==> src/verilog/e300_pkg.sv <==
/*
 * Shared constants: bus widths, register map, field positions,
 * response codes and interrupt stretch length
 */
package e300_pkg;

  // Bus widths
  localparam int ADDR_W      = 32;
  localparam int DATA_W      = 32;
  localparam int STRB_W      = 4;
  localparam int IRQ_W       = 16;
  localparam int STRETCH_LEN = 8;

  // ----------------------------------------
  // Register map, byte addresses
  // ----------------------------------------
  localparam logic [ADDR_W-1:0] REG_BANDSEL = 32'h0000_0000;
  localparam logic [ADDR_W-1:0] REG_FECTRL  = 32'h0000_0004;
  localparam logic [ADDR_W-1:0] REG_STATUS  = 32'h0000_0008;
  localparam logic [ADDR_W-1:0] REG_ID      = 32'h0000_000C;

  localparam logic [DATA_W-1:0] ID_VALUE = 32'hE300_0001;

  localparam logic [1:0] RESP_OKAY   = 2'b00;
  localparam logic [1:0] RESP_SLVERR = 2'b10;

  // REG_BANDSEL fields
  localparam int TX_BANDSEL_LSB   = 0;
  localparam int TX_BANDSEL_W     = 3;
  localparam int RX1_BANDSEL_LSB  = 3;
  localparam int RX1_BANDSEL_W    = 3;
  localparam int RX2_BANDSEL_LSB  = 6;
  localparam int RX2_BANDSEL_W    = 3;
  localparam int RX1B_BANDSEL_LSB = 9;
  localparam int RX1C_BANDSEL_LSB = 11;
  localparam int RX2B_BANDSEL_LSB = 13;
  localparam int RX2C_BANDSEL_LSB = 15;
  // The four secondary band selects share one width
  localparam int RXX_BANDSEL_W    = 2;

  // REG_FECTRL fields
  localparam int TX_ENABLE_LSB = 0;
  localparam int TX_ENABLE_W   = 4;
  localparam int ANT_SEL_LSB   = 4;
  localparam int ANT_SEL_W     = 8;
  localparam int LED_LSB       = 12;
  localparam int LED_W         = 6;

  // REG_STATUS fields
  localparam int STAT_W           = 2;
  localparam int STAT_PRESS_BIT   = 0;
  localparam int STAT_RELEASE_BIT = 1;

endpackage

==> src/verilog/reset_sync.sv <==
/*
 * Reset synchronizer, asynchronous assert and synchronous release
 */
`timescale 1ns/1ps

module reset_sync (
  input  logic bus_clk,
  input  logic sys_arst,
  output logic bus_rst
);

  logic [1:0] rst_pipe;

  // Preset on the async reset, then shift zeros in once it drops
  always_ff @(posedge bus_clk or posedge sys_arst) begin
    if (sys_arst) begin
      rst_pipe <= 2'b11;
    end else begin
      rst_pipe <= {rst_pipe[0], 1'b0};
    end
  end

  // Held for two bus_clk edges after release
  assign bus_rst = rst_pipe[1];

endmodule

==> src/verilog/button_irq.sv <==
/*
 * Power button edge detector and interrupt pulse stretcher
 */
`timescale 1ns/1ps

module button_irq import e300_pkg::*; (
  input  logic bus_clk,
  input  logic bus_rst,
  input  logic onswitch_db,
  output logic press_pulse,
  output logic release_pulse,
  output logic press_irq,
  output logic release_irq
);

  // Button is active low, so idle history is all ones
  logic [1:0]             btn_hist;
  logic [STRETCH_LEN-1:0] press_sr;
  logic [STRETCH_LEN-1:0] release_sr;

  always_ff @(posedge bus_clk) begin
    if (bus_rst) begin
      btn_hist <= 2'b11;
    end else begin
      btn_hist <= {btn_hist[0], onswitch_db};
    end
  end

  // Low after two high samples is a press, mirror case is a release
  assign press_pulse   = ~onswitch_db & btn_hist[0] & btn_hist[1];
  assign release_pulse = onswitch_db & ~btn_hist[0] & ~btn_hist[1];

  // ----------------------------------------
  // Stretch each edge so the CPU sees it
  // ----------------------------------------
  always_ff @(posedge bus_clk) begin
    if (bus_rst) begin
      press_sr   <= '0;
      release_sr <= '0;
    end else begin
      press_sr   <= {press_sr[STRETCH_LEN-2:0], press_pulse};
      release_sr <= {release_sr[STRETCH_LEN-2:0], release_pulse};
    end
  end

  assign press_irq   = |press_sr;
  assign release_irq = |release_sr;

  a_no_dual_edge: assert property (@(posedge bus_clk) disable iff (bus_rst)
    !(press_pulse && release_pulse));

endmodule

==> src/verilog/gp0_axil_slave.sv <==
/*
 * AXI-lite slave for the GP0 port, turns transfers into
 * single-cycle register strobes and holds responses
 */
`timescale 1ns/1ps

module gp0_axil_slave import e300_pkg::*; (
  input  logic              bus_clk,
  input  logic              bus_rst,
  // Write address and data
  input  logic [ADDR_W-1:0] awaddr,
  input  logic              awvalid,
  output logic              awready,
  input  logic [DATA_W-1:0] wdata,
  input  logic [STRB_W-1:0] wstrb,
  input  logic              wvalid,
  output logic              wready,
  // Write response
  output logic [1:0]        bresp,
  output logic              bvalid,
  input  logic              bready,
  // Read address and data
  input  logic [ADDR_W-1:0] araddr,
  input  logic              arvalid,
  output logic              arready,
  output logic [DATA_W-1:0] rdata,
  output logic [1:0]        rresp,
  output logic              rvalid,
  input  logic              rready,
  // Register bank side
  output logic              wr_stb,
  output logic [ADDR_W-1:0] wr_addr,
  output logic [DATA_W-1:0] wr_data,
  output logic [STRB_W-1:0] wr_strb,
  input  logic              wr_err,
  output logic              rd_stb,
  output logic [ADDR_W-1:0] rd_addr,
  input  logic [DATA_W-1:0] rd_data,
  input  logic              rd_err
);

  logic wr_ready_q;
  logic rd_ready_q;

  // ----------------------------------------
  // Write channel
  // ----------------------------------------
  // AW and W are taken together, one pulse per transfer
  always_ff @(posedge bus_clk) begin
    if (bus_rst) begin
      wr_ready_q <= 1'b0;
      bvalid     <= 1'b0;
    end else begin
      wr_ready_q <= awvalid && wvalid && !bvalid && !wr_ready_q;
      if (wr_stb) begin
        bvalid <= 1'b1;
      end else if (bready) begin
        bvalid <= 1'b0;
      end
    end
  end

  // Response code is captured from the bank at the strobe
  always_ff @(posedge bus_clk) begin
    if (wr_stb) begin
      bresp <= wr_err ? RESP_SLVERR : RESP_OKAY;
    end
  end

  assign awready = wr_ready_q;
  assign wready  = wr_ready_q;
  assign wr_stb  = wr_ready_q && awvalid && wvalid;
  assign wr_addr = awaddr;
  assign wr_data = wdata;
  assign wr_strb = wstrb;

  // ----------------------------------------
  // Read channel
  // ----------------------------------------
  always_ff @(posedge bus_clk) begin
    if (bus_rst) begin
      rd_ready_q <= 1'b0;
      rvalid     <= 1'b0;
    end else begin
      rd_ready_q <= arvalid && !rvalid && !rd_ready_q;
      if (rd_stb) begin
        rvalid <= 1'b1;
      end else if (rready) begin
        rvalid <= 1'b0;
      end
    end
  end

  always_ff @(posedge bus_clk) begin
    if (rd_stb) begin
      rdata <= rd_data;
      rresp <= rd_err ? RESP_SLVERR : RESP_OKAY;
    end
  end

  assign arready = rd_ready_q;
  assign rd_stb  = rd_ready_q && arvalid;
  assign rd_addr = araddr;

  // Responses hold steady under back-pressure
  a_bvalid_hold: assert property (@(posedge bus_clk) disable iff (bus_rst)
    bvalid && !bready |=> bvalid && $stable(bresp));

  a_rvalid_hold: assert property (@(posedge bus_clk) disable iff (bus_rst)
    rvalid && !rready |=> rvalid && $stable(rdata) && $stable(rresp));

endmodule

==> src/verilog/board_ctrl_regs.sv <==
/*
 * Board control register bank: RF front-end pins, sticky
 * button status with write-one-to-clear, and ID word
 */
`timescale 1ns/1ps

module board_ctrl_regs import e300_pkg::*; (
  input  logic                     bus_clk,
  input  logic                     bus_rst,
  input  logic                     wr_stb,
  input  logic [ADDR_W-1:0]        wr_addr,
  input  logic [DATA_W-1:0]        wr_data,
  input  logic [STRB_W-1:0]        wr_strb,
  output logic                     wr_err,
  input  logic                     rd_stb,
  input  logic [ADDR_W-1:0]        rd_addr,
  output logic [DATA_W-1:0]        rd_data,
  output logic                     rd_err,
  input  logic                     press_pulse,
  input  logic                     release_pulse,
  output logic                     irq_pending,
  output logic [TX_BANDSEL_W-1:0]  tx_bandsel,
  output logic [RX1_BANDSEL_W-1:0] rx1_bandsel,
  output logic [RX2_BANDSEL_W-1:0] rx2_bandsel,
  output logic [RXX_BANDSEL_W-1:0] rx1b_bandsel,
  output logic [RXX_BANDSEL_W-1:0] rx1c_bandsel,
  output logic [RXX_BANDSEL_W-1:0] rx2b_bandsel,
  output logic [RXX_BANDSEL_W-1:0] rx2c_bandsel,
  output logic [TX_ENABLE_W-1:0]   tx_enable,
  output logic [ANT_SEL_W-1:0]     ant_sel,
  output logic [LED_W-1:0]         led
);

  logic [DATA_W-1:0] bandsel_q;
  logic [DATA_W-1:0] fectrl_q;
  logic [STAT_W-1:0] status_q;
  logic [STAT_W-1:0] status_set;
  logic [STAT_W-1:0] status_clr;
  logic              wr_bandsel;
  logic              wr_fectrl;
  logic              wr_status;

  // Anything above the 16-byte window is unmapped
  function automatic logic unmapped(input logic [ADDR_W-1:0] addr);
    return |addr[ADDR_W-1:4];
  endfunction

  function automatic logic [DATA_W-1:0] merge_bytes(input logic [DATA_W-1:0] cur,
                                                    input logic [DATA_W-1:0] din,
                                                    input logic [STRB_W-1:0] strb);
    logic [DATA_W-1:0] res;
    res = cur;
    for (int i = 0; i < STRB_W; i++) begin
      if (strb[i]) begin
        res[8*i +: 8] = din[8*i +: 8];
      end
    end
    return res;
  endfunction

  // ----------------------------------------
  // Write decode
  // ----------------------------------------
  assign wr_err     = unmapped(wr_addr);
  assign wr_bandsel = wr_stb && !wr_err && (wr_addr[3:2] == REG_BANDSEL[3:2]);
  assign wr_fectrl  = wr_stb && !wr_err && (wr_addr[3:2] == REG_FECTRL[3:2]);
  assign wr_status  = wr_stb && !wr_err && (wr_addr[3:2] == REG_STATUS[3:2]);

  // Status bits all live in byte 0
  assign status_clr = (wr_status && wr_strb[0]) ? wr_data[STAT_W-1:0] : '0;

  always_comb begin
    status_set                   = '0;
    status_set[STAT_PRESS_BIT]   = press_pulse;
    status_set[STAT_RELEASE_BIT] = release_pulse;
  end

  always_ff @(posedge bus_clk) begin
    if (bus_rst) begin
      bandsel_q <= '0;
      fectrl_q  <= '0;
      status_q  <= '0;
    end else begin
      if (wr_bandsel) begin
        bandsel_q <= merge_bytes(bandsel_q, wr_data, wr_strb);
      end
      if (wr_fectrl) begin
        fectrl_q <= merge_bytes(fectrl_q, wr_data, wr_strb);
      end
      // A new edge wins over a clear in the same cycle
      status_q <= (status_q & ~status_clr) | status_set;
    end
  end

  // ----------------------------------------
  // Read mux
  // ----------------------------------------
  always_comb begin
    rd_err  = unmapped(rd_addr);
    rd_data = '0;
    if (!rd_err) begin
      case (rd_addr[3:2])
        REG_BANDSEL[3:2]: rd_data = bandsel_q;
        REG_FECTRL[3:2]:  rd_data = fectrl_q;
        REG_STATUS[3:2]:  rd_data = {{(DATA_W-STAT_W){1'b0}}, status_q};
        REG_ID[3:2]:      rd_data = ID_VALUE;
        default:          rd_data = '0;
      endcase
    end
  end

  assign irq_pending = |status_q;

  // Front-end pins straight from the registers
  assign tx_bandsel   = bandsel_q[TX_BANDSEL_LSB +: TX_BANDSEL_W];
  assign rx1_bandsel  = bandsel_q[RX1_BANDSEL_LSB +: RX1_BANDSEL_W];
  assign rx2_bandsel  = bandsel_q[RX2_BANDSEL_LSB +: RX2_BANDSEL_W];
  assign rx1b_bandsel = bandsel_q[RX1B_BANDSEL_LSB +: RXX_BANDSEL_W];
  assign rx1c_bandsel = bandsel_q[RX1C_BANDSEL_LSB +: RXX_BANDSEL_W];
  assign rx2b_bandsel = bandsel_q[RX2B_BANDSEL_LSB +: RXX_BANDSEL_W];
  assign rx2c_bandsel = bandsel_q[RX2C_BANDSEL_LSB +: RXX_BANDSEL_W];
  assign tx_enable    = fectrl_q[TX_ENABLE_LSB +: TX_ENABLE_W];
  assign ant_sel      = fectrl_q[ANT_SEL_LSB +: ANT_SEL_W];
  assign led          = fectrl_q[LED_LSB +: LED_W];

  // Slave must hand over a known address with every strobe
  a_wr_addr_known: assert property (@(posedge bus_clk) disable iff (bus_rst)
    wr_stb |-> !$isunknown(wr_addr));

  a_rd_addr_known: assert property (@(posedge bus_clk) disable iff (bus_rst)
    rd_stb |-> !$isunknown(rd_addr));

endmodule

==> src/verilog/e300_core.sv <==
/*
 * Programmable-logic core: reset, button interrupts, GP0 slave,
 * board control registers and the F2P interrupt vector
 */
`timescale 1ns/1ps

module e300_core import e300_pkg::*; (
  input  logic                     bus_clk,
  input  logic                     sys_arst,
  input  logic                     onswitch_db,
  // GP0 AXI-lite
  input  logic [ADDR_W-1:0]        awaddr,
  input  logic                     awvalid,
  output logic                     awready,
  input  logic [DATA_W-1:0]        wdata,
  input  logic [STRB_W-1:0]        wstrb,
  input  logic                     wvalid,
  output logic                     wready,
  output logic [1:0]               bresp,
  output logic                     bvalid,
  input  logic                     bready,
  input  logic [ADDR_W-1:0]        araddr,
  input  logic                     arvalid,
  output logic                     arready,
  output logic [DATA_W-1:0]        rdata,
  output logic [1:0]               rresp,
  output logic                     rvalid,
  input  logic                     rready,
  output logic [IRQ_W-1:0]         irq_f2p,
  // RF front-end
  output logic [TX_BANDSEL_W-1:0]  tx_bandsel,
  output logic [RX1_BANDSEL_W-1:0] rx1_bandsel,
  output logic [RX2_BANDSEL_W-1:0] rx2_bandsel,
  output logic [RXX_BANDSEL_W-1:0] rx1b_bandsel,
  output logic [RXX_BANDSEL_W-1:0] rx1c_bandsel,
  output logic [RXX_BANDSEL_W-1:0] rx2b_bandsel,
  output logic [RXX_BANDSEL_W-1:0] rx2c_bandsel,
  output logic [TX_ENABLE_W-1:0]   tx_enable,
  output logic [ANT_SEL_W-1:0]     ant_sel,
  output logic [LED_W-1:0]         led
);

  logic              bus_rst;
  logic              press_pulse;
  logic              release_pulse;
  logic              press_irq;
  logic              release_irq;
  logic              irq_pending;
  logic              wr_stb;
  logic [ADDR_W-1:0] wr_addr;
  logic [DATA_W-1:0] wr_data;
  logic [STRB_W-1:0] wr_strb;
  logic              wr_err;
  logic              rd_stb;
  logic [ADDR_W-1:0] rd_addr;
  logic [DATA_W-1:0] rd_data;
  logic              rd_err;

  reset_sync u_reset_sync (
    .bus_clk  (bus_clk),
    .sys_arst (sys_arst),
    .bus_rst  (bus_rst)
  );

  button_irq u_button_irq (
    .bus_clk       (bus_clk),
    .bus_rst       (bus_rst),
    .onswitch_db   (onswitch_db),
    .press_pulse   (press_pulse),
    .release_pulse (release_pulse),
    .press_irq     (press_irq),
    .release_irq   (release_irq)
  );

  gp0_axil_slave u_gp0_axil_slave (
    .bus_clk (bus_clk),
    .bus_rst (bus_rst),
    .awaddr  (awaddr),
    .awvalid (awvalid),
    .awready (awready),
    .wdata   (wdata),
    .wstrb   (wstrb),
    .wvalid  (wvalid),
    .wready  (wready),
    .bresp   (bresp),
    .bvalid  (bvalid),
    .bready  (bready),
    .araddr  (araddr),
    .arvalid (arvalid),
    .arready (arready),
    .rdata   (rdata),
    .rresp   (rresp),
    .rvalid  (rvalid),
    .rready  (rready),
    .wr_stb  (wr_stb),
    .wr_addr (wr_addr),
    .wr_data (wr_data),
    .wr_strb (wr_strb),
    .wr_err  (wr_err),
    .rd_stb  (rd_stb),
    .rd_addr (rd_addr),
    .rd_data (rd_data),
    .rd_err  (rd_err)
  );

  board_ctrl_regs u_board_ctrl_regs (
    .bus_clk       (bus_clk),
    .bus_rst       (bus_rst),
    .wr_stb        (wr_stb),
    .wr_addr       (wr_addr),
    .wr_data       (wr_data),
    .wr_strb       (wr_strb),
    .wr_err        (wr_err),
    .rd_stb        (rd_stb),
    .rd_addr       (rd_addr),
    .rd_data       (rd_data),
    .rd_err        (rd_err),
    .press_pulse   (press_pulse),
    .release_pulse (release_pulse),
    .irq_pending   (irq_pending),
    .tx_bandsel    (tx_bandsel),
    .rx1_bandsel   (rx1_bandsel),
    .rx2_bandsel   (rx2_bandsel),
    .rx1b_bandsel  (rx1b_bandsel),
    .rx1c_bandsel  (rx1c_bandsel),
    .rx2b_bandsel  (rx2b_bandsel),
    .rx2c_bandsel  (rx2c_bandsel),
    .tx_enable     (tx_enable),
    .ant_sel       (ant_sel),
    .led           (led)
  );

  // Upper interrupt lines are tied low for the CPU
  assign irq_f2p = {{(IRQ_W-3){1'b0}}, release_irq, press_irq, irq_pending};

endmodule

==> config.mk <==
export PLATFORM = sky130hd
export DESIGN_NAME = e300_core
export DESIGN_NICKNAME = d
export VERILOG_FILES = /design/src/verilog/e300_pkg.sv /design/src/verilog/reset_sync.sv /design/src/verilog/button_irq.sv /design/src/verilog/gp0_axil_slave.sv /design/src/verilog/board_ctrl_regs.sv /design/src/verilog/e300_core.sv
export SDC_FILE = /design/constraint.sdc
export NUM_CORES = 1
export LEC_CHECK = 0
export ABC_AREA = 1
export ABC_CLOCK_PERIOD_IN_PS = 1400
export CAP_MARGIN = 20
export CELL_PAD_IN_SITES_DETAIL_PLACEMENT = 1
export CELL_PAD_IN_SITES_GLOBAL_PLACEMENT = 1
export CORE_MARGIN = 2
export CORE_UTILIZATION = 35
export CTS_BUF_LIST = sky130_fd_sc_hd__clkbuf_8
export CTS_CLUSTER_DIAMETER = 50
export DETAILED_ROUTE_END_ITERATION = 6
export DONT_BUFFER_PORTS = 1
export GPL_ROUTABILITY_DRIVEN = 0
export GPL_TIMING_DRIVEN = 1
export PLACE_DENSITY_LB_ADDON = 0.12
export SLEW_MARGIN = 20
export SYNTH_ARGS = -nofsm -noshare
export SYNTH_HDL_FRONTEND = slang
export SYNTH_SLANG_ARGS = --single-unit
==> constraint.sdc <==
create_clock -name bus_clk -period 1.4 [get_ports bus_clk]
set_clock_uncertainty 0.1 [all_clocks]
set_input_delay 0 -clock bus_clk [delete_from_list [all_inputs] [get_ports bus_clk]]
set_output_delay 0 -clock bus_clk [all_outputs]
set_load 0.02 [all_outputs]
After elaboration in Yosys (flattened, before gate mapping)
Index checks and enable logic that the tools add are counted.
{ "word_totals": {"inputBits": 108, "wordCells": 78, "regBits": 126, "out_inout_bits": 92} }
{ "op_classes": {"eq_ne": 5, "bitwise_logic": 10, "muxes": 8, "n_reduce_logical": 35} }
{ "ops": {"columns": ["cell", "n"], "rows": [
  ["$pmux 32 s4", 1],
  ["$reduce_or 28->1", 2],
  ["$reduce_and 2->1", 8],
  ["$reduce_or 8->1", 2],
  ["$logic_and 1x1->1", 13],
  ["$eq 2x2->1 const B", 3],
  ["$mux 2", 3],
  ["$logic_not 1->1", 5],
  ["$and 1x1->1", 4],
  ["$eq 2x1->1 const B", 2],
  ["$logic_not 2->1", 2],
  ["$mux 1", 4],
  ["$reduce_bool 2->1", 2],
  ["$not 1->1", 3],
  ["$and 2x2->2", 1],
  ["$not 2->2", 1],
  ["$or 2x2->2", 1],
  ["$reduce_or 2->1", 1]
]} }

Logic depth before layout (Yosys ltp)
Gate-level depths: netlist of run 1.
{ "depth": {"ltp_word": 9, "ltp_mapped": 10, "ltp_nobuf": 10} }

Cells and area by module
A second synthesis of run 1 with hierarchy kept.
{ "unflattened": {"hier_cells": 856, "hier_area_um2": 6581.3} }
{ "modules_own_cells": {"columns": ["module", "seq_area_each_um2", "cells_per_inst", "instances", "area_per_inst_um2"], "rows": [
  ["board_ctrl_regs", 1321.3, 604, 1, 3865.0],
  ["gp0_axil_slave", 1101.1, 159, 1, 1950.6],
  ["button_irq", 360.3, 72, 1, 581.8],
  ["e300_core", 0.0, 17, 1, 123.9],
  ["reset_sync", 52.6, 4, 1, 60.1]
]} }

Worst setup path after synthesis of run 1
Ideal clock, no wire load.
{ "synth_timing": {"kind": "register -> register", "start": "register u_gp0_axil_slave.rd_ready_q, in the netlist u_gp0_axil_slave.arready", "end": "register u_gp0_axil_slave.rdata[0] (enable)", "stages_incl_launch_ff": 3, "period_less_slack_ns": 1.692, "path_slack_ns": -0.292, "required_time_ns": 0.912, "t_arrival_ns": 1.204, "n_path_buf": 0, "cell_sequence": "dfxtp_1 > nand2_1 > inv_1"} }
{ "synth_via": {"elab_chain_cells": 1} }
{ "synth_rtl": {"columns": ["element", "line", "source"], "rows": [
  ["from (decl)", "gp0_axil_slave.sv:43", "logic rd_ready_q;"],
  ["from (signal assigned)", "gp0_axil_slave.sv:85", "rd_ready_q <= arvalid && !rvalid && !rd_ready_q;"],
  ["$logic_and 1x1->1", "gp0_axil_slave.sv:102", "assign rd_stb = rd_ready_q && arvalid;"],
  ["named net rd_stb", "e300_core.sv:54", "logic rd_stb;"],
  ["to (signal assigned)", "gp0_axil_slave.sv:96", "rdata <= rd_data;"],
  ["to (decl)", "gp0_axil_slave.sv:26", "output logic [DATA_W-1:0] rdata,"]
]} }
The timed path passes the listed nets, and every way through them passes these cells.
A chain may end at the register's enable or synchronous reset.

Worst setup path after layout of run 1
{ "layout_timing": {"start": "register u_button_irq.release_sr[1]", "end": "output irq_f2p[2]"} }
{ "layout_via": {"elab_chain_cells": 1} }
{ "layout_rtl": {"columns": ["element", "line", "source"], "rows": [
  ["from (decl)", "button_irq.sv:19", "logic [STRETCH_LEN-1:0] release_sr;"],
  ["from (signal assigned)", "button_irq.sv:42", "release_sr <= {release_sr[STRETCH_LEN-2:0], release_pulse};"],
  ["$reduce_or 8->1", "button_irq.sv:47", "assign release_irq = |release_sr;"],
  ["to (decl)", "e300_core.sv:29", "output logic [IRQ_W-1:0] irq_f2p,"]
]} }
Every way passes these cells.

==> results.py, run 1 <==
metrics = {
    "clock_network": {
        "cts_buffers": 17,
        "cts_tree": "built",
        "clock_path_buffers": 2,
        "cts_root_buffer": "clkbuf_8",
        "worstSkewPairLatency_ps": 430,
        "cts_sinks": 124,
        "htree_levels": 4,
        "clk_pin_slew_ps": 70,
    },
    "critical_path": {
        "crit_buf_inv": 0,
        "arrival_ps": 1250,
        "slowest_delay_ps": 330,
        "path_cells": "nor4_2 > nand2_2",
        "critPathCaptureType": "output pin",
        "cpLargestDelayFamily": "simple AND/OR/NAND/NOR gates",
        "start_kind": "flip-flop",
        "worst-setup-path-type": "reg -> out",
        "cpMaxStageDelayCell": "dfxtp_1",
        "required_ps": 1300,
        "cp_max_fo": 2,
    },
    "sta": {
        "max_freq_mhz": 743,
        "setup_violations": 0,
        "hold_viol_final": 0,
        "rsz0062_at_grt": "yes",
        "fin_crit_sh_pct": 96.1,
        "final_max_slew_viol_count": 0,
        "final.min_clock_period_ps": 1350,
        "worst_slack_ps": 54.3,
    },
    "floorplan": {
        "core_area_um2": 15900,
        "pin_count": 200,
        "dieHeight_um": 132,
        "die_area_um2": 17300,
        "die_w_um": 132,
        "num_rows": 46,
        "start_util_pct": 35.9,
    },
    "yosys": {
        "synth_mux_area_share_pct": 0,
        "synth_top_area_share_pct": 30.9,
        "yosys-top-cells-area": "dfxtp_1 31%, edfxtp_1 18%, nand2_1 14%, nor2_1 12%, buf_4 7.4%",
        "synth_common_cells": "208 x nand2_1, 185 x nor2_1, 92 x inv_1",
        "async_flop_share_pct": 1.61,
        "synthSimpleGateAreaFrac_pct": 30.2,
        "ys_warn_count": 0,
        "synth_enable_flop_cells": 34,
        "synth-xor-area-share_pct": 0,
        "ys_seq_elements": 124,
        "yosysMostFrequentCell": "nand2_1",
        "netlist_area_um2": 5700,
        "synth_top_cell_by_area": "dfxtp_1",
        "syn_area_per_cell_um2": 7.55,
        "synth_adder_area_share_pct": 0,
        "synthFlopType": "dfxtp_1",
        "synth_top_family_by_area": "simple AND/OR/NAND/NOR gates",
        "seq_area_frac_synth_pct": 49.7,
        "synth_compound_area_share_pct": 3.45,
        "netlist_instances": 755,
        "ys_types": 30,
    },
    "drt": {
        "wirelength_um": 15500,
        "dr_total_vias": 4618,
        "wl_per_cell_um": 15.0,
        "drc_errors": 0,
        "ant_nets": 0,
        "drtIter0Drc": 131,
        "vias_per_cell": 4.47,
        "dr.pass1.iters": 4,
    },
    "global_route": {
        "antenna_found_initial": 0,
        "grt.total_usage_pct": 18.5,
        "grt_pass1_vias": 5002,
        "globalRoute.totalOverflow": 0,
        "grt_max_degree": 36,
        "grt_pass1_wl_um": 25300,
    },
    "power": {
        "switching_share_pct": 24.1,
        "p_int_uw": 5260,
        "clkPwrFrac_pct": 39.7,
        "p_total_uw": 6930,
        "ir_drop_mv": 0.547,
        "sequentialPowerShare_pct": 53.8,
        "p_leak_uw": 0.00317,
        "p_switching_uw": 1670,
        "pwr-share-comb_pct": 6.5,
        "p_per_area_nw_per_um2": 1010,
    },
    "cells_and_area": {
        "layout-drive-gt1-share_pct": 10.7,
        "diodes": 0,
        "layout.nets": 911,
        "stdcell_area_um2": 6880,
        "syn2layout_area_growth_pct": 20.7,
    },
    "place": {
        "portBuffers": 0,
        "place_area_um2": 5790,
        "dp_hpwl_um": 10700,
        "preCtsSetupSlack_ps": -38.4,
    },
    "flow_run": {
        "maxCapViolCount": 0,
    },
    "worst_hold_path": {
        "hold_path.class": "in -> reg",
    },
    "outcome": {
        "outcome": "completed",
    },
}
[power groups by stage]
| stage | logic [uW] | registers, uW | clock network [uW] |
|---|---|---|---|
| 5_1_grt | 490 | 3730 | 3010 |
| 4_1_cts | 445 | 3730 | 2850 |
| 3_5_place_dp | 271 | 3810 | 0 |
| 2_1_floorplan | 231 | 3800 | 0 |
| 3_3_place_gp | 266 | 3810 | 0 |
| 6_report | 448 | 3730 | 2750 |
[layout by cell type, fill, tap and decap left out, types with 3 or more instances in the layout]
master	Yosys	layout
buf_12	0	12
nand2_1	208	205
a21oi_1	27	27
conb_1	1	16
dlygate4sd3_1	0	66
nor4_2	0	3
inv_4	0	3
nand2_2	2	5
inv_1	92	94
buf_4	56	14
nand4_2	7	7
clkbuf_8	3	21
a221oi_1	5	5
nand3_1	4	3
clkinv_2	0	5
nor2_1	185	183
dfxtp_2	0	3
edfxtp_1	34	34
dfxtp_1	88	85
[sequential cells by signal, indices dropped and copies added, names as in the netlist]
register	flops
u_gp0_axil_slave.rdata	32
u_gp0_axil_slave.arready	1
u_board_ctrl_regs.fectrl_q	32
u_gp0_axil_slave.rresp	1
u_gp0_axil_slave.rvalid	1
u_gp0_axil_slave.awready	1
u_board_ctrl_regs.bandsel_q	32
u_gp0_axil_slave.bresp	1
u_reset_sync.rst_pipe	2
u_button_irq.press_sr	8
u_button_irq.btn_hist	2
u_button_irq.release_sr	8
u_board_ctrl_regs.status_q	2
u_gp0_axil_slave.bvalid	1
[final timing paths]
path	from	to	slack, ps	depth (start not counted)
max in group asynchronous	sys_arst	u_reset_sync.rst_pipe[1]	700	3
hold / removal	awaddr[3]	u_board_ctrl_regs.bandsel_q[29]	30	6
hold reg to reg	u_reset_sync.rst_pipe[0]	u_reset_sync.rst_pipe[1]	260	0
setup / recovery	u_button_irq.release_sr[1]	irq_f2p[2]	50	2
min in group asynchronous	sys_arst	u_reset_sync.rst_pipe[0]	480	3
setup reg to reg	u_board_ctrl_regs.bandsel_q[4]	u_gp0_axil_slave.rdata[4]	60	3
[logic make-up (layout without fill, tap and decap cells)]
kind of cell | count (synthesis) | in the layout
AOI/OAI and AO/OA | 35 | 35
buffers and inverters | 173 | 219
DFF | 124 | 124
other | 1 | 16
and+or+nand+nor | 422 | 422
[metal layers]
| layer | routed length [um] | GRT usage (%) |
|---|---|---|
| met1 | 6410 | 20.5 |
| met2 | 8010 | 33.4 |
| met3 | 825 | 5.75 |
| met4 | 242 | 6.58 |
| met5 | 0 | 0 |
[worst min-delay path, cell delays in order]
cell	delay [ps]
nor2_1	20
buf_4	150
nand4_4	100
buf_12	140
nor2_1	50
nor2_1	80
[stage by stage]
| stage | hold slack [ps] | utilization (%) | setup TNS, ps | instances |
|---|---|---|---|---|
| 2_1_floorplan | -189 | - | 0 | 770 |
| 3_3_place_gp | -182 | 36.5 | 0 | 932 |
| 3_5_place_dp | -172 | 36.5 | -190 | 932 |
| 4_1_cts | 8.41 | 43.0 | 0 | 1032 |
| 5_1_grt | 31.0 | 43.3 | -23.0 | 1032 |
| 6_report | 32.9 | 43.3 | 0 | 1032 |
[repair_timing]
item / 4_1_cts / 5_1_grt
setup endpoints to repair: 20 / 15
hold endpoints to repair: 119 / 0
gates resized for setup: 4 / 9
pin swaps: 2 / 3
buffers inserted: 1 / 0
gates cloned: 1 / 0
hold buffers: 66 / 0
[layout make-up]
cell class | count | area (um2)
repair buffers | 93 | 1020
clock inverters | 11 | 52.6
repair inverters | 1 | 6.26
inverters | 93 | 358
well taps | 216 | 270
flip-flops and latches | 124 | 2840
clock buffers | 21 | 289
multi-input cells | 473 | 2050
fillers | 1976 | 9010
Note: power is estimated with default switching activity, not from simulation.
==> inputs of run 2 (changes only) <==
--- a/config.mk
+++ b/config.mk
@@ -5,14 +5,11 @@
 export SDC_FILE = /design/constraint.sdc
 export NUM_CORES = 1
 export LEC_CHECK = 0
-export ABC_AREA = 1
 export ABC_CLOCK_PERIOD_IN_PS = 1400
 export CAP_MARGIN = 20
 export CELL_PAD_IN_SITES_DETAIL_PLACEMENT = 1
 export CELL_PAD_IN_SITES_GLOBAL_PLACEMENT = 1
-export CORE_MARGIN = 2
 export CORE_UTILIZATION = 35
-export CTS_BUF_LIST = sky130_fd_sc_hd__clkbuf_8
 export CTS_CLUSTER_DIAMETER = 50
 export DETAILED_ROUTE_END_ITERATION = 6
 export DONT_BUFFER_PORTS = 1
==> run 2 against run 1 <==
Sequential power up 2%. Utilization increased by 4.8 points. The flow now finishes with violations (hold timing, setup timing). First-iteration DRC count up 84%. Highest routed layer unchanged. Fmax fell by 14%. Combinational power is 15% higher. Synthesized cell count decreased by 22%.
==> results.py, run 2 <==
metrics = {
    "power": {
        "clkPwrFrac_pct": 48.3,
        "p_total_uw": 8350,
        "sequentialPowerShare_pct": 45.5,
        "p_leak_uw": 0.00248,
        "p_int_uw": 6470,
        "p_switching_uw": 1880,
        "p_per_area_nw_per_um2": 1080,
        "pwr-share-comb_pct": 6.2,
        "ir_drop_mv": 0.787,
        "switching_share_pct": 22.5,
    },
    "clock_network": {
        "htree_levels": 4,
        "worstSkewPairLatency_ps": 420,
        "clk_pin_slew_ps": 50,
        "cts_sinks": 124,
        "cts_buffers": 17,
        "cts_tree": "built",
        "cts_root_buffer": "clkbuf_16",
        "clock_path_buffers": 2,
    },
    "critical_path": {
        "path_cells": "and3_4 > nand4_4 > buf_12 > buf_6 > o31ai_2 > a21oi_1",
        "worst-setup-path-type": "reg -> reg",
        "cpMaxStageDelayCell": "dfxtp_4",
        "r2r_end": "u_board_ctrl_regs.fectrl_q[27]",
        "reg2reg_from": "u_gp0_axil_slave.awready",
        "slowest_delay_ps": 340,
        "critPathCaptureType": "flip-flop",
        "arrival_ps": 1750,
        "rrSetupSlack_ps": -160,
        "start_kind": "flip-flop",
        "r2r_cells": 6,
        "required_ps": 1590,
        "crit_start": "u_gp0_axil_slave.awready",
        "crit_end": "u_board_ctrl_regs.fectrl_q[27]",
        "cp_max_fo": 8,
    },
    "outcome": {
        "outcome": "complete, but fails checks",
        "violations": "hold timing, setup timing",
    },
    "place": {
        "portBuffers": 0,
        "placed_cells": 750,
        "preCtsSetupSlack_ps": -264,
        "dp_hpwl_um": 11400,
    },
    "sta": {
        "final_max_slew_viol_count": 0,
        "rsz0062_at_grt": "yes",
        "fin_crit_sh_pct": 111,
        "worst_slack_ps": -158,
        "fin_tns_setup_ps": -7520,
        "setup_violations": 66,
        "hold_viol_final": 5,
        "max_freq_mhz": 642,
        "slew_headroom_pct": 53.6,
        "worst_pin_slew_ps": 694,
        "worst_hold_slack_ps": -15.2,
        "final.min_clock_period_ps": 1560,
    },
    "yosys": {
        "synthFlopType": "dfxtp_1",
        "netlist_instances": 587,
        "synth_enable_flop_cells": 34,
        "netlist_area_um2": 5790,
        "yosys-top-cells-area": "dfxtp_1 30%, edfxtp_1 18%, o31ai_1 8.3%, buf_4 8.0%, nand4_1 7.3%",
        "yosysMostFrequentCell": "dfxtp_1",
        "seq_area_frac_synth_pct": 49.0,
        "synth_top_cell_by_area": "dfxtp_1",
        "synth_common_cells": "88 x dfxtp_1, 71 x a21oi_1, 68 x nand4_1",
        "syn_area_per_cell_um2": 9.87,
        "ys_warn_count": 0,
        "ys_types": 34,
        "synth_top_area_share_pct": 30.4,
        "async_flop_share_pct": 1.61,
        "ys_seq_elements": 124,
    },
    "flow_run": {
        "maxCapViolCount": 0,
    },
    "floorplan": {
        "die_w_um": 131,
        "core_area_um2": 16000,
        "start_util_pct": 36.2,
        "num_rows": 46,
        "die_area_um2": 17100,
        "dieHeight_um": 131,
        "pin_count": 200,
    },
    "global_route": {
        "grt_max_degree": 36,
        "grt.total_usage_pct": 20.9,
        "globalRoute.totalOverflow": 0,
        "grt_pass1_wl_um": 26500,
        "antenna_found_initial": 0,
        "grt_pass1_vias": 4876,
    },
    "worst_hold_path": {
        "hold_path.class": "in -> reg",
    },
    "cells_and_area": {
        "fillCellCount": 1743,
        "layout-drive-gt1-share_pct": 24.2,
        "layout.nets": 727,
        "syn2layout_area_growth_pct": 32.9,
        "diodes": 0,
        "fin_cells": 848,
        "top_regs": "u_board_ctrl_regs.bandsel_q: 32 flops, u_board_ctrl_regs.fectrl_q: 32 flops, u_gp0_axil_slave.rdata: 32 flops",
        "final_cell_mix": "87 x dfxtp_1, 68 x nand4_1, 68 x a21oi_1",
        "final_common_cell": "dfxtp_1",
    },
    "drt": {
        "drc_errors": 0,
        "vias_per_cell": 5.67,
        "dr.pass1.iters": 4,
        "ant_nets": 0,
        "wl_per_cell_um": 22.2,
        "wirelength_um": 18900,
        "dr_total_vias": 4807,
        "drtIter0Drc": 241,
    },
}
==> run 2: cell count changes in the layout (fill, tap and decap cells not counted), sizes merged, moves of 5 or more <==
cell and delta:
nand2 -193, nor2 -153, inv -92, o31ai +64, nand4 +60, a21oi +44, mux2i +26, buf +18
nor2b +16, clkbuf +13, nor4 +13, dlygate4sd3 -10, and2 +8, a221oi -5
==> run 2: worst min path at each step <==
stage	start	endpoint	cells past startpoint
3_3_place_gp	sys_arst	u_reset_sync.rst_pipe[1]	1
2_1_floorplan	sys_arst	u_reset_sync.rst_pipe[0]	1
4_1_cts	wstrb[1]	u_board_ctrl_regs.fectrl_q[15]	3
3_5_place_dp	sys_arst	u_reset_sync.rst_pipe[1]	1
6_report	araddr[22]	u_gp0_axil_slave.rdata[30]	4
5_1_grt	araddr[22]	u_gp0_axil_slave.rdata[24]	4
==> run 2: through the flow <==
step	util, %	hold WS [ps]	cell area [um2]
global placement	37.2	-182	5950
finish	48.1	-15.2	7700
CTS	44.7	1.64	7140
global route	48.1	1.67	7700
floorplan	-	-189	5910
detailed placement	37.2	-171	5950
==> run 2: worst max-delay path: cells and delay by family (launching register included) <==
kind                   cells  cell delay, ps
AO/OA/AOI/OAI              2             350
buffers and inverters      2             340
flip-flops                 1             340
AND/OR/NAND/NOR            2             290
==> run 2: per-layer routing <==
layer | wire length, um | vias to the layer above | GRT usage, %
met5 | 0 | - | 0
met4 | 271 | 0 | 8.59
met3 | 1100 | 23 | 6.76
met2 | 9450 | 181 | 34.6
met1 | 8050 | 2400 | 25.1
li1 | - | 2203 | -
==> run 2: cells by family (layout without fill, tap and decap cells) <==
kind of cell | after synthesis | count (layout) | share of synthesized area (%)
other cells | 1 | 16 | 0.0647
flops | 124 | 124 | 49.0
mux | 26 | 26 | 4.49
compound gates | 145 | 145 | 15.5
buf+inv | 115 | 145 | 12.6
simple gates | 176 | 176 | 18.4
==> run 2: layout make-up <==
class                   count  area [um2]  share of cell area [%]
clock inverters             3        38.8                   0.504
clock buffers              29         490                    6.37
inverters                   6        22.5                   0.292
flip-flops and latches    124        2840                    36.9
well taps                 216         270                    3.51
multi-input cells         363        2770                    36.0
repair buffers            107        1270                    16.5
==> run 2: repair_timing <==
action,4_1_cts,5_1_grt
endpoints found under the hold margin,143,5
gates resized for setup,14,71
hold buffers,59,3
endpoints found under the setup margin,66,74
pin swaps,3,20
cloned,0,6
setup buffers,1,1
==> run 2: power groups by stage <==
| stage | combinational (uW) | sequential (uW) | clock [uW] |
|---|---|---|---|
| after CTS | 481 | 3800 | 4120 |
| after detailed placement | 302 | 3870 | 0 |
| after floorplan | 262 | 3870 | 0 |
| final | 517 | 3800 | 4030 |
| after global routing | 550 | 3800 | 4310 |
| after global placement | 297 | 3870 | 0 |
